`src/rtl/converter_pkg.sv`:
```
package converter_pkg;

  typedef logic [2:0]  bus_code_t;  // Command bus value
  typedef logic [3:0]  leg_t;       // One bit per bridge leg, leg 1 is bit 0
  typedef logic [15:0] duty_t;      // PWM compare value or counter

  typedef enum logic [2:0] {
    MODE_OFF,
    MODE_PLUS,
    MODE_MINUS,
    MODE_BALLAST_P,
    MODE_BALLAST_N
  } bridge_mode_t;

  typedef enum logic [1:0] {CMD_IDLE, CMD_START_ARMED, CMD_FAULT} cmd_state_t;
  typedef enum logic [1:0] {RAMP_IDLE, RAMP_STEP, RAMP_HOLD} ramp_state_t;

  localparam int RAMP_LEVELS = 15;

  // Roughly doubling charge duty per step, last entry is full on
  localparam duty_t DUTY_TABLE [RAMP_LEVELS] = '{
    16'd5,    16'd11,   16'd23,   16'd46,   16'd90,
    16'd174,  16'd338,  16'd654,  16'd1264, 16'd2441,
    16'd4715, 16'd9105, 16'd17580, 16'd33943, 16'd65535
  };

  localparam bus_code_t BUS_PAUSE     = 3'd0;
  localparam bus_code_t BUS_PLUS      = 3'd1;
  localparam bus_code_t BUS_MINUS     = 3'd2;
  localparam bus_code_t BUS_BALLAST_P = 3'd3;
  localparam bus_code_t BUS_BALLAST_N = 3'd4;
  localparam bus_code_t BUS_START     = 3'd5;  // Prefix, a following pause starts the ramp
  localparam bus_code_t BUS_SHUTDOWN  = 3'd6;

endpackage

```
`src/rtl/converter_ifs.sv`:
```
`timescale 1ns/1ps

interface bridge_if;
  import converter_pkg::*;

  logic         cmd_valid;  // One-cycle request for a new pattern
  bridge_mode_t cmd_mode;
  logic         cmd_off;    // One-cycle request for all off now
  logic         drv_busy;   // Dead time in progress

  modport ctrl (output cmd_valid, output cmd_mode, output cmd_off, input drv_busy);
  modport drv  (input cmd_valid, input cmd_mode, input cmd_off, output drv_busy);
endinterface

interface ramp_if;
  logic ramp_go;
  logic ramp_abort;
  logic ramp_busy;
  logic ramp_done;  // Pulses only on a normal end of the ramp

  modport ctrl (output ramp_go, output ramp_abort, input ramp_busy, input ramp_done);
  modport seq  (input ramp_go, input ramp_abort, output ramp_busy, output ramp_done);
endinterface

```
`src/rtl/input_filter.sv`:
```
`timescale 1ns/1ps

module input_filter #(
  parameter int FILTER_WIDTH = 8,
  parameter bit INVERT       = 1'b0
) (
  input  logic clk,
  input  logic rstn,
  input  logic i_pin,
  output logic o_level
);

  logic [FILTER_WIDTH-1:0] samples;  // Newest sample in bit 0
  logic                    pin_s;

  assign pin_s = INVERT ? ~i_pin : i_pin;  // Active-low pins become active high

  always_ff @(posedge clk or negedge rstn) begin
    if (!rstn) begin
      samples <= '0;
      o_level <= 1'b0;
    end else begin
      samples <= {samples[FILTER_WIDTH-2:0], pin_s};
      if (&samples) begin
        o_level <= 1'b1;
      end else if (~|samples) begin
        o_level <= 1'b0;
      end
    end
  end

endmodule

```
`src/rtl/command_decoder.sv`:
```
`timescale 1ns/1ps

module command_decoder (
  input  logic                     clk,
  input  logic                     rstn,
  input  logic                     i_strobe,
  input  converter_pkg::bus_code_t i_bus,
  input  logic                     i_fault,
  bridge_if.ctrl                   br,
  ramp_if.ctrl                     rp,
  output logic                     o_fan,
  output logic                     o_idle
);
  import converter_pkg::*;

  cmd_state_t state;
  logic       strobe_q;
  logic       strobe_fall;
  logic       ready;      // Soft start finished, bridge commands allowed
  logic       bridge_ok;

  function automatic bridge_mode_t mode_of(bus_code_t code);
    case (code)
      BUS_PLUS:      return MODE_PLUS;
      BUS_MINUS:     return MODE_MINUS;
      BUS_BALLAST_P: return MODE_BALLAST_P;
      BUS_BALLAST_N: return MODE_BALLAST_N;
      default:       return MODE_OFF;
    endcase
  endfunction

  assign strobe_fall = strobe_q & ~i_strobe;
  assign bridge_ok   = ready & ~rp.ramp_busy;
  assign o_idle      = (state == CMD_IDLE);

  always_ff @(posedge clk or negedge rstn) begin
    if (!rstn) begin
      state         <= CMD_IDLE;
      strobe_q      <= 1'b0;
      ready         <= 1'b0;
      o_fan         <= 1'b0;
      br.cmd_valid  <= 1'b0;
      br.cmd_mode   <= MODE_OFF;
      br.cmd_off    <= 1'b0;
      rp.ramp_go    <= 1'b0;
      rp.ramp_abort <= 1'b0;
    end else begin
      strobe_q      <= i_strobe;
      br.cmd_valid  <= 1'b0;  // Requests are single pulses
      br.cmd_off    <= 1'b0;
      rp.ramp_go    <= 1'b0;
      rp.ramp_abort <= 1'b0;
      if (rp.ramp_done) begin
        ready <= 1'b1;
      end
      if (i_fault) begin
        state <= CMD_FAULT;  // Terminal, left only by reset
        o_fan <= 1'b1;
        ready <= 1'b0;
      end else if (strobe_fall && !br.drv_busy) begin  // Strobes during dead time are lost
        case (state)
          CMD_IDLE: begin
            case (i_bus)
              BUS_PAUSE: begin
                if (!rp.ramp_busy) begin
                  br.cmd_off <= 1'b1;
                end
              end
              BUS_PLUS, BUS_MINUS, BUS_BALLAST_P, BUS_BALLAST_N: begin
                if (bridge_ok) begin
                  br.cmd_valid <= 1'b1;
                  br.cmd_mode  <= mode_of(i_bus);
                end
              end
              BUS_START: begin
                if (!rp.ramp_busy) begin
                  state <= CMD_START_ARMED;
                end
              end
              BUS_SHUTDOWN: begin
                rp.ramp_abort <= 1'b1;
                br.cmd_off    <= 1'b1;
                o_fan         <= 1'b0;
                ready         <= 1'b0;
              end
              default: ;  // Code 7 has no function
            endcase
          end
          CMD_START_ARMED: begin
            if (i_bus == BUS_PAUSE) begin
              rp.ramp_go <= 1'b1;
              br.cmd_off <= 1'b1;
              o_fan      <= 1'b1;
            end
            state <= CMD_IDLE;  // Any other code disarms
          end
          default: ;
        endcase
      end
    end
  end

endmodule

```
`src/rtl/bridge_driver.sv`:
```
`timescale 1ns/1ps

module bridge_driver #(
  parameter int WAITSTATES = 4
) (
  input  logic                clk,
  input  logic                rstn,
  input  logic                i_fault,
  bridge_if.drv               br,
  output converter_pkg::leg_t o_top,
  output converter_pkg::leg_t o_bot,
  output logic                o_plus,
  output logic                o_minus,
  output logic                o_pause_p,
  output logic                o_pause_n
);
  import converter_pkg::*;

  localparam int CNT_W = (WAITSTATES > 0) ? $clog2(WAITSTATES + 1) : 1;

  bridge_mode_t     pend_mode;
  logic [CNT_W-1:0] ws_cnt;
  logic             busy;
  leg_t             nxt_top;
  leg_t             nxt_bot;
  logic [3:0]       nxt_sign;
  logic [3:0]       sign;      // {pause_n, pause_p, minus, plus}

  assign br.drv_busy = busy;
  assign {o_pause_n, o_pause_p, o_minus, o_plus} = sign;

  always_comb begin
    nxt_top  = '0;
    nxt_bot  = '0;
    nxt_sign = '0;
    case (pend_mode)
      MODE_PLUS: begin
        nxt_top  = 4'b0001;
        nxt_bot  = 4'b0010;
        nxt_sign = 4'b0001;
      end
      MODE_MINUS: begin
        nxt_top  = 4'b0010;
        nxt_bot  = 4'b0001;
        nxt_sign = 4'b0010;
      end
      MODE_BALLAST_P: begin
        nxt_top  = 4'b0100;
        nxt_bot  = 4'b1000;
        nxt_sign = 4'b0100;
      end
      MODE_BALLAST_N: begin
        nxt_top  = 4'b1000;
        nxt_bot  = 4'b0100;
        nxt_sign = 4'b1000;
      end
      default: ;
    endcase
  end

  always_ff @(posedge clk or negedge rstn) begin
    if (!rstn) begin
      pend_mode <= MODE_OFF;
    end else if (i_fault || br.cmd_off) begin
      pend_mode <= MODE_OFF;
    end else if (br.cmd_valid) begin
      pend_mode <= br.cmd_mode;
    end
  end

  always_ff @(posedge clk or negedge rstn) begin
    if (!rstn) begin
      busy   <= 1'b0;
      ws_cnt <= '0;
      o_top  <= '0;
      o_bot  <= '0;
      sign   <= '0;
    end else if (i_fault || br.cmd_off) begin  // Drop pending pattern too
      busy   <= 1'b0;
      ws_cnt <= '0;
      o_top  <= '0;
      o_bot  <= '0;
      sign   <= '0;
    end else if (br.cmd_valid) begin
      busy   <= 1'b1;  // All off during dead time
      ws_cnt <= CNT_W'(WAITSTATES);
      o_top  <= '0;
      o_bot  <= '0;
      sign   <= '0;
    end else if (busy) begin
      if (ws_cnt == '0) begin
        busy  <= 1'b0;
        o_top <= nxt_top;
        o_bot <= nxt_bot;
        sign  <= nxt_sign;
      end else begin
        ws_cnt <= ws_cnt - 1'b1;
      end
    end
  end

endmodule

```
`src/rtl/soft_start.sv`:
```
`timescale 1ns/1ps

module soft_start #(
  parameter int STEP_CYCLES = 50_000_000
) (
  input  logic clk,
  input  logic rstn,
  input  logic i_fault,
  ramp_if.seq  rp,
  output logic o_charge,
  output logic o_ch,
  output logic o_st
);
  import converter_pkg::*;

  localparam int TMR_W = (STEP_CYCLES > 0) ? $clog2(STEP_CYCLES + 1) : 1;

  ramp_state_t      state;
  logic [TMR_W-1:0] step_tmr;
  logic [3:0]       level_idx;  // Index into the duty table
  duty_t            level;
  duty_t            pwm_cnt;

  assign rp.ramp_busy = (state != RAMP_IDLE);
  assign o_ch = o_charge & ((pwm_cnt < level) | (&level));  // Full level stays on

  always_ff @(posedge clk or negedge rstn) begin
    if (!rstn) begin
      pwm_cnt <= '0;
    end else begin
      pwm_cnt <= pwm_cnt + 1'b1;
    end
  end

  always_ff @(posedge clk or negedge rstn) begin
    if (!rstn) begin
      state        <= RAMP_IDLE;
      step_tmr     <= '0;
      level_idx    <= '0;
      level        <= '0;
      o_charge     <= 1'b0;
      o_st         <= 1'b0;
      rp.ramp_done <= 1'b0;
    end else begin
      rp.ramp_done <= 1'b0;
      if (i_fault || rp.ramp_abort) begin
        state    <= RAMP_IDLE;
        step_tmr <= '0;
        level    <= '0;
        o_charge <= 1'b0;
        o_st     <= 1'b0;
      end else begin
        case (state)
          RAMP_IDLE: begin
            if (rp.ramp_go) begin
              state     <= RAMP_STEP;
              step_tmr  <= TMR_W'(STEP_CYCLES);
              level_idx <= '0;
              level     <= DUTY_TABLE[0];
              o_charge  <= 1'b1;
              o_st      <= 1'b0;
            end
          end
          RAMP_STEP: begin
            if (step_tmr != '0) begin
              step_tmr <= step_tmr - 1'b1;
            end else if (level_idx == 4'(RAMP_LEVELS - 1)) begin
              state    <= RAMP_HOLD;  // Contactor closes, one more step
              step_tmr <= TMR_W'(STEP_CYCLES);
              o_st     <= 1'b1;
            end else begin
              step_tmr  <= TMR_W'(STEP_CYCLES);
              level_idx <= level_idx + 1'b1;
              level     <= DUTY_TABLE[level_idx + 1'b1];
            end
          end
          RAMP_HOLD: begin
            if (step_tmr != '0) begin
              step_tmr <= step_tmr - 1'b1;
            end else begin
              state        <= RAMP_IDLE;
              level        <= '0;
              o_charge     <= 1'b0;
              rp.ramp_done <= 1'b1;
            end
          end
          default: state <= RAMP_IDLE;
        endcase
      end
    end
  end

endmodule

```
`src/rtl/fault_monitor.sv`:
```
`timescale 1ns/1ps

module fault_monitor (
  input  logic                clk,
  input  logic                rstn,
  input  converter_pkg::leg_t i_err_dr,
  input  logic                i_err_u,
  input  logic                i_err_i,
  input  logic                i_bt,
  input  logic                i_stop_k,
  output logic                o_fault,
  output logic                o_break,
  output converter_pkg::leg_t o_erbd,
  output logic                o_avv,
  output logic                o_avi,
  output logic                o_td,
  output logic                o_stop
);

  logic fault_now;

  assign fault_now = |{i_err_dr, i_err_u, i_err_i, i_bt, i_stop_k};  // Eight sources

  always_ff @(posedge clk or negedge rstn) begin
    if (!rstn) begin
      o_fault <= 1'b0;
      o_break <= 1'b0;
      o_erbd  <= '0;
      o_avv   <= 1'b0;
      o_avi   <= 1'b0;
      o_td    <= 1'b0;
      o_stop  <= 1'b0;
    end else begin
      o_fault <= fault_now;
      o_break <= o_break | fault_now;  // Flags are sticky
      o_erbd  <= o_erbd | i_err_dr;
      o_avv   <= o_avv | i_err_u;
      o_avi   <= o_avi | i_err_i;
      o_td    <= o_td | i_bt;
      o_stop  <= o_stop | i_stop_k;
    end
  end

endmodule

```
`src/rtl/converter_top.sv`:
```
`timescale 1ns/1ps

module converter_top #(
  parameter int FILTER_WIDTH = 8,
  parameter int WAITSTATES   = 4,
  parameter int STEP_CYCLES  = 50_000_000
) (
  input  logic                     clk,
  input  logic                     rstn,
  input  logic                     i_strobe,
  input  converter_pkg::bus_code_t i_bus,
  input  converter_pkg::leg_t      i_err_dr_n,
  input  logic                     i_err_u_n,
  input  logic                     i_err_i_n,
  input  logic                     i_stop_n,
  input  logic                     i_bt,
  output converter_pkg::leg_t      o_top,
  output converter_pkg::leg_t      o_bot,
  output logic                     o_plus,
  output logic                     o_minus,
  output logic                     o_pause_p,
  output logic                     o_pause_n,
  output logic                     o_charge,
  output logic                     o_ch,
  output logic                     o_st,
  output logic                     o_fan,
  output logic                     o_break,
  output converter_pkg::leg_t      o_erbd,
  output logic                     o_avv,
  output logic                     o_avi,
  output logic                     o_td,
  output logic                     o_stop,
  output logic                     o_idle
);
  import converter_pkg::*;

  localparam int                N_PINS   = 12;
  localparam logic [N_PINS-1:0] INV_MASK = 12'h7F0;  // Error and stop pins are active low

  logic [N_PINS-1:0] pin_raw;
  logic [N_PINS-1:0] pin_flt;
  bus_code_t         bus_f;
  leg_t              err_dr_f;
  logic              fault_any;

  assign pin_raw  = {i_bt, i_stop_n, i_err_i_n, i_err_u_n, i_err_dr_n, i_bus, i_strobe};
  assign bus_f    = pin_flt[3:1];
  assign err_dr_f = pin_flt[7:4];

  for (genvar i = 0; i < N_PINS; i++) begin : g_filter
    input_filter #(
      .FILTER_WIDTH(FILTER_WIDTH),
      .INVERT      (INV_MASK[i])
    ) u_filter (
      .clk    (clk),
      .rstn   (rstn),
      .i_pin  (pin_raw[i]),
      .o_level(pin_flt[i])
    );
  end

  bridge_if br_if ();
  ramp_if   rp_if ();

  command_decoder u_command_decoder (
    .clk     (clk),
    .rstn    (rstn),
    .i_strobe(pin_flt[0]),
    .i_bus   (bus_f),
    .i_fault (fault_any),
    .br      (br_if.ctrl),
    .rp      (rp_if.ctrl),
    .o_fan   (o_fan),
    .o_idle  (o_idle)
  );

  bridge_driver #(
    .WAITSTATES(WAITSTATES)
  ) u_bridge_driver (
    .clk      (clk),
    .rstn     (rstn),
    .i_fault  (fault_any),
    .br       (br_if.drv),
    .o_top    (o_top),
    .o_bot    (o_bot),
    .o_plus   (o_plus),
    .o_minus  (o_minus),
    .o_pause_p(o_pause_p),
    .o_pause_n(o_pause_n)
  );

  soft_start #(
    .STEP_CYCLES(STEP_CYCLES)
  ) u_soft_start (
    .clk     (clk),
    .rstn    (rstn),
    .i_fault (fault_any),
    .rp      (rp_if.seq),
    .o_charge(o_charge),
    .o_ch    (o_ch),
    .o_st    (o_st)
  );

  fault_monitor u_fault_monitor (
    .clk     (clk),
    .rstn    (rstn),
    .i_err_dr(err_dr_f),
    .i_err_u (pin_flt[8]),
    .i_err_i (pin_flt[9]),
    .i_bt    (pin_flt[11]),
    .i_stop_k(pin_flt[10]),
    .o_fault (fault_any),
    .o_break (o_break),
    .o_erbd  (o_erbd),
    .o_avv   (o_avv),
    .o_avi   (o_avi),
    .o_td    (o_td),
    .o_stop  (o_stop)
  );

endmodule

```
`config.mk`:
```
export PLATFORM = sky130hd
export DESIGN_NAME = converter_top
export DESIGN_NICKNAME = d
export VERILOG_FILES = /design/src/rtl/converter_pkg.sv /design/src/rtl/converter_ifs.sv /design/src/rtl/input_filter.sv /design/src/rtl/command_decoder.sv /design/src/rtl/bridge_driver.sv /design/src/rtl/soft_start.sv /design/src/rtl/fault_monitor.sv /design/src/rtl/converter_top.sv
export SDC_FILE = /design/constraint.sdc
export NUM_CORES = 1
export LEC_CHECK = 0
export BUFFER_PORTS_ARGS = -buffer_cell sky130_fd_sc_hd__clkbuf_2
export CORE_AREA = 4 4 141 129
export CTS_CLUSTER_DIAMETER = 120
export DETAILED_ROUTE_END_ITERATION = 7
export DIE_AREA = 0 0 145 133
export MAX_ROUTING_LAYER = met4
export PLACE_DENSITY_LB_ADDON = 0.12
export SLEW_MARGIN = 5
export SYNTH_ARGS = -nofsm -noshare
export SYNTH_HDL_FRONTEND = slang
export SYNTH_HIERARCHICAL = 1
export SYNTH_SLANG_ARGS = --single-unit
```
`constraint.sdc`:
```
create_clock -name clk -period 3.8 [get_ports clk]
set_input_delay 0.76 -clock clk [delete_from_list [all_inputs] [get_ports clk]]
set_output_delay 0.76 -clock clk [all_outputs]
set_load 0.05 [all_outputs]
```
==> flow_summary.toml, run 1 <==
[status]
status = "completed"

[routing]
drc = 0
wl_um = 18000
avgRoutedWirePerCell_um = 16.4
drt_first_pass_iters = 5
avgViaCountPerCell = 5.89
vias = 6458
final_antenna_net_count = 0
drt_iter0_markers = 570

[global_routing]
grt_max_degree = 111
grt_usage = 0.198
use_met3 = 0.0329
gr-total-overflow = 0
grt_first_pass_wirelength_um = 31800
grt_util_met1 = 0.275
grt_pass1_vias = 6573
busiest_layer = "met2"
grt_use_met2 = 0.307
antenna_found_initial = 0

[clock_tree]
tritoncts = "yes"
clock_latency_ns = 0.50
cts_sinks = 208
cts_max_path_buffers = 3
numCtsBuffers = 23
cts-hold-fix-buffers = 0
clk_pin_slew_ns = 0.06
post-cts-setup-buffers = 0
cts_root_buf = "clkbuf_16"
post_cts_resized = 0
htreeDepth = 1

[critical_path]
critical_path_class = "reg -> out"
start_kind = "register"
crit_arrival_ns = 2.55
crit_path_max_fanout = 5
r2r-start = "u_soft_start/state[1]"
cp-end-kind = "output pin"
required_ns = 3.04
setup.worst_path.start = "u_soft_start/pwm_cnt[2]"

[pwr]
internal_power_w = 0.00444
power_frac_comb = 0.283
clock_power_share = 0.337
power_density_nw_per_um2 = 666
p_leak_nw = 4.36
switchingPower_w = 0.00239
ir_drop_mv = 0.489
seqPwrFrac = 0.380
swShare = 0.350

[sta]
layout_min_cycle_time_ns = 3.31
tns_ns = 0
fin_crit_sh = 0.871
worst_pin_slew_ns = 0.826
finClkSkew_ns = 0.0150
hold_viol_final = 0
finalSetupViolCount = 0
report.final.slew_viol_count = 0
max_freq_ghz = 0.302
slew_headroom = 0.449
rsz0062_at_grt = "false"

[final_layout]
nNetsFinal = 916
final_area_sq_um = 10300
multi_input_area_sq_um = 3540
drive_above_1_share = 0.122
layout_common_cells = "208 x dfrtp_1, 67 x nand2_1, 52 x nor2_1"
seqCellArea_sq_um = 5200
diodes = 0
fillers = 1348
final_common_cell = "dfrtp_1"
area_growth_syn_to_layout_pct = 12.8

[floorplanning]
fp.dieW_um = 145
die_height_um = 133
core_sq_um = 16700
dieArea_sq_um = 19300
ioPinCount = 40
initial_utilization = 0.544
num_rows = 45

[place]
dp_hpwl_um = 12100
placed_area_sq_um = 9460
io_buffers = 39
gp_congestion = 0.902

[yosys]
syn_area_sq_um = 9090
avgSynthCellArea_sq_um = 10.9
synth.distinct_cells = 65
ys_seq_area_frac = 0.573
synth_edf_count = 0
yosys_warnings = 6
syn_nets = 878
async_flop_share = 1.00
synthCells = 831
synth_top_flop_cell = "dfrtp_1"
ys_ff_latch = 208

[min_path]
min_path_type = "in -> reg"
hp-start = "i_bt"

[flow_run]
max_cap_violations = 0
[through the flow]
stage | worst slack, ns | utilization | power (W) | cells | hold slack (ns)
floorplan | 1.19 | - | 0.00404 | 831 | 0.366
global placement | 1.06 | 0.565 | 0.00446 | 1055 | 0.372
detailed placement | 1.01 | 0.565 | 0.00451 | 1055 | 0.377
CTS | 0.459 | 0.613 | 0.00686 | 1097 | 0.345
global route | 0.302 | 0.613 | 0.00724 | 1097 | 0.353
finish | 0.492 | 0.613 | 0.00683 | 1097 | 0.368
[registers in the layout (all words and copies together) (netlist names), 2 cells and up]
name                           flops
u_bridge_driver/pend_mode          3
u_bridge_driver/o_bot              3
u_soft_start/pwm_cnt              16
u_fault_monitor/o_erbd             4
g_filter.u_filter/o_level         12
u_bridge_driver/ws_cnt             3
u_soft_start/level                16
u_command_decoder/state            2
u_soft_start/state                 2
u_soft_start/level_idx             4
u_soft_start/step_tmr             26
u_command_decoder/br.cmd_mode      3
g_filter.u_filter/samples         96
[routing by layer]
metal,share of wire,up-vias
li1,-,3084
met1,0.48,3179
met2,0.46,161
met3,0.042,34
met4,0.020,0
met5,0,-
[critical path, stage by stage, from the launching register on]
cell      delay (ns)
dfrtp_1         0.43
ha_1            0.31
a21oi_1         0.14
o21ai_0         0.11
a221oi_1        0.27
o21ai_0         0.15
a211oi_1        0.23
o21a_1          0.15
clkbuf_2        0.27
[cells in the mapped netlist, types with 4 or more instances]
cell,number,area (sq um)
dfrtp_1,208,5200
nand2_1,67,251
nor2_1,52,195
inv_1,45,169
o21ai_1,44,220
a21oi_1,38,190
nand4_1,34,213
ha_1,33,413
or4_1,26,195
nor3_1,22,110
o21ai_0,22,110
o31ai_1,21,158
clkbuf_1,16,60.1
xnor2_1,15,131
nand3_1,14,70.1
mux2i_1,13,130
nor4_1,10,62.6
o211ai_1,10,75.1
a31oi_1,9,56.3
buf_4,8,60.1
or3_1,8,50.1
and3_1,7,43.8
o22ai_1,7,43.8
or2_1,7,43.8
buf_2,6,30.0
nor2b_1,6,37.5
nand2b_1,5,31.3
or2_2,5,31.3
xor2_1,5,43.8
a21o_1,4,30.0
a41oi_1,4,35.0
o21a_1,4,30.0
o2bb2ai_1,4,35.0
or4b_1,4,40.0
[layout make-up]
class                   instances  area share
inverters                      45      0.0165
clock buffers                  34      0.0660
flip-flops and latches        208       0.508
multi-input cells             544       0.345
well taps                     211      0.0257
clock inverters                 8      0.0118
repair buffers                 47      0.0270
[worst paths after layout]
kind / to / slack, ns / cells after the start
min in group asynchronous: u_bridge_driver/o_bot[1] / 0.38 / 1
setup reg to reg: u_soft_start/step_tmr[9] / 1.08 / 10
hold reg to reg: g_filter[0].u_filter/samples[6] / 0.38 / 0
setup / recovery: o_ch / 0.49 / 8
max in group asynchronous: u_soft_start/level_idx[2] / 2.61 / 2
hold / removal: g_filter[11].u_filter/samples[0] / 0.37 / 1
[power groups by stage]
| stage | clock network, W | logic [W] | registers, W |
|---|---|---|---|
| floorplan | 0 | 0.00145 | 0.00259 |
| global placement | 0 | 0.00185 | 0.00261 |
| detailed placement | 0 | 0.00189 | 0.00263 |
| CTS | 0.00237 | 0.00190 | 0.00259 |
| global route | 0.00247 | 0.00214 | 0.00262 |
| finish | 0.00230 | 0.00193 | 0.00259 |
[cell families (layout without fill, tap and decap cells)]
kind of cell             Yosys count  after routing  share of synthesized area
AND/OR/NAND/NOR                  292            292                      0.182
flip-flops                       208            208                      0.573
AO/OA/AOI/OAI                    186            186                      0.128
buffers and inverters             79            134                     0.0384
adder cells (fa/ha/maj)           33             33                     0.0454
XOR/XNOR                          20             20                     0.0193
multiplexers                      13             13                     0.0143
Power figures use the tool's default switching activity.
==> inputs of run 2 (changes only) <==
--- a/config.mk
+++ b/config.mk
@@ -12,7 +12,6 @@
 export DIE_AREA = 0 0 145 133
 export MAX_ROUTING_LAYER = met4
 export PLACE_DENSITY_LB_ADDON = 0.12
-export SLEW_MARGIN = 5
 export SYNTH_ARGS = -nofsm -noshare
 export SYNTH_HDL_FRONTEND = slang
 export SYNTH_HIERARCHICAL = 1
==> constraint.sdc (replaced) <==
create_clock -name clk -period 3.8 [get_ports clk]
set_input_delay 0.76 -clock clk [delete_from_list [all_inputs] [get_ports clk]]
set_output_delay 0.76 -clock clk [all_outputs]
set_load 0.01 [all_outputs]
==> run 2 against run 1 <==
  * Wire length is 0.54% higher
  * Fmax increased by 5.5%
  * Sequential power hardly changed
  * Clock skew hardly changed
  * Combinational power hardly changed
  * Worst hold slack worse by 0.055 ns
  * Final area fell by 0.34%
  * Utilization is 0.21 points lower
  * Count of clock-buffer cells in the layout down 5
  * Critical path type unchanged
  * Critical endpoint unchanged
==> flow_summary.toml, run 2 (synthesis gave the netlist of run 1 again) <==
[status]
status = "completed"

[sta]
fin_crit_sh = 0.825
layout_min_cycle_time_ns = 3.14
rsz0062_at_grt = "false"
tns_ns = 0
report.final.slew_viol_count = 0
max_freq_ghz = 0.319
worst_pin_slew_ns = 0.734
hold_ws_ns = 0.313
slew_headroom = 0.511
finClkSkew_ns = 0.0146
finalSetupViolCount = 0
hold_viol_final = 0

[final_layout]
area_growth_syn_to_layout_pct = 12.4
largest_registers = "g_filter.u_filter/samples (96), u_soft_start/step_tmr (26)"
drive_above_1_share = 0.125
nNetsFinal = 915
layout_common_cells = "208 x dfrtp_1, 67 x nand2_1, 52 x nor2_1"
diodes = 0
final_common_cell = "dfrtp_1"
largest_reg_flops = 96
fin_util = 0.611
instances_no_fill = 1094
top_register = "g_filter.u_filter/samples"
fillers = 1348

[clock_tree]
tritoncts = "yes"
post-cts-setup-buffers = 0
cts_sinks = 208
cts_max_path_buffers = 3
clk_pin_slew_ns = 0.06
cts_root_buf = "clkbuf_16"
post_cts_resized = 0
numCtsBuffers = 22
clock_latency_ns = 0.49
cts-hold-fix-buffers = 0
htreeDepth = 1

[critical_path]
max_stage_delay_ns = 0.44
crit_chain = "ha_1 > a21oi_1 > o21ai_0 > a221oi_1 > o21ai_0 > a211oi_1 > o21a_1 > clkbuf_2"
critPathSlowestCell = "dfrtp_1"
crit_family = "compound AO/OA/AOI/OAI gates"
crit_top_cell = "o21ai_0"
start_kind = "register"
crit_arrival_ns = 2.38
critical_path_class = "reg -> out"
crit_path_max_fanout = 5
required_ns = 3.04
cp-end-kind = "output pin"
path_buf_inv = 1

[pwr]
p_leak_nw = 4.35
power_w = 0.00668
ir_drop_mv = 0.527
power_density_nw_per_um2 = 654

[global_routing]
grt_use_met2 = 0.302
busiest_layer = "met2"
grt_max_degree = 92
grt_usage = 0.196
use_met3 = 0.0284
antenna_found_initial = 0
grt_first_pass_wirelength_um = 31300
gr-total-overflow = 0
grt_util_met1 = 0.273
grt_pass1_vias = 6599

[floorplanning]
dieArea_sq_um = 19300
ioPinCount = 40
die_height_um = 133
fp.dieW_um = 145
num_rows = 45
initial_utilization = 0.544
core_sq_um = 16700

[place]
dp.cells = 1055
dp_hpwl_um = 12500
gp_congestion = 0.933
io_buffers = 39

[routing]
vias = 6475
drt_iter0_markers = 465
drt_first_pass_iters = 5
avgViaCountPerCell = 5.92
avgRoutedWirePerCell_um = 16.5
drc = 0
final_antenna_net_count = 0
wl_um = 18100

[flow_run]
max_cap_violations = 0

[min_path]
min_path_type = "in -> async"
run 2: layer usage:
| layer | routed length, um | part of all wire |
|---|---|---|
| met5 | 0 | 0 |
| met4 | 419 | 0.023 |
| met1 | 8500 | 0.47 |
| met3 | 860 | 0.048 |
| met2 | 8320 | 0.46 |
run 2: worst paths after layout:
| kind | startpoint | end | slack [ns] | cells past startpoint |
|---|---|---|---|---|
| max | u_soft_start/pwm_cnt[2] | o_ch | 0.66 | 8 |
| min | rstn | g_filter[1].u_filter/samples[6] | 0.31 | 1 |
| max reg2reg | u_soft_start/state[1] | u_soft_start/step_tmr[9] | 1.04 | 10 |
| min reg2reg | g_filter[6].u_filter/samples[4] | g_filter[6].u_filter/samples[5] | 0.38 | 0 |
| max in group asynchronous | rstn | u_soft_start/pwm_cnt[14] | 2.53 | 2 |
| min in group clk | i_bus[2] | g_filter[3].u_filter/samples[0] | 0.37 | 1 |
run 2: power breakdown:
part,switching (W),internal [W]
Combinational,0.00128,0.000617
Clock,0.000845,0.00135
Sequential,0.000200,0.00239
run 2: through the flow:
| step | cell area [sq um] | setup slack [ns] |
|---|---|---|
| 2_1_floorplan | 9090 | 1.45 |
| 3_5_place_dp | 9460 | 1.09 |
| 4_1_cts | 10200 | 0.616 |
| 5_1_grt | 10200 | 0.444 |
| 6_report | 10200 | 0.664 |
| 3_3_place_gp | 9460 | 1.21 |
run 2: layout make-up:
class                      count  area, sq um  area share
clock buffer                  29          658      0.0644
clock inverter                10          105      0.0103
inverter                      45          169      0.0165
multi-input combinational    544         3540       0.347
sequential                   208         5200       0.509
tap                          211          264      0.0258
timing repair buffer          47          277      0.0271
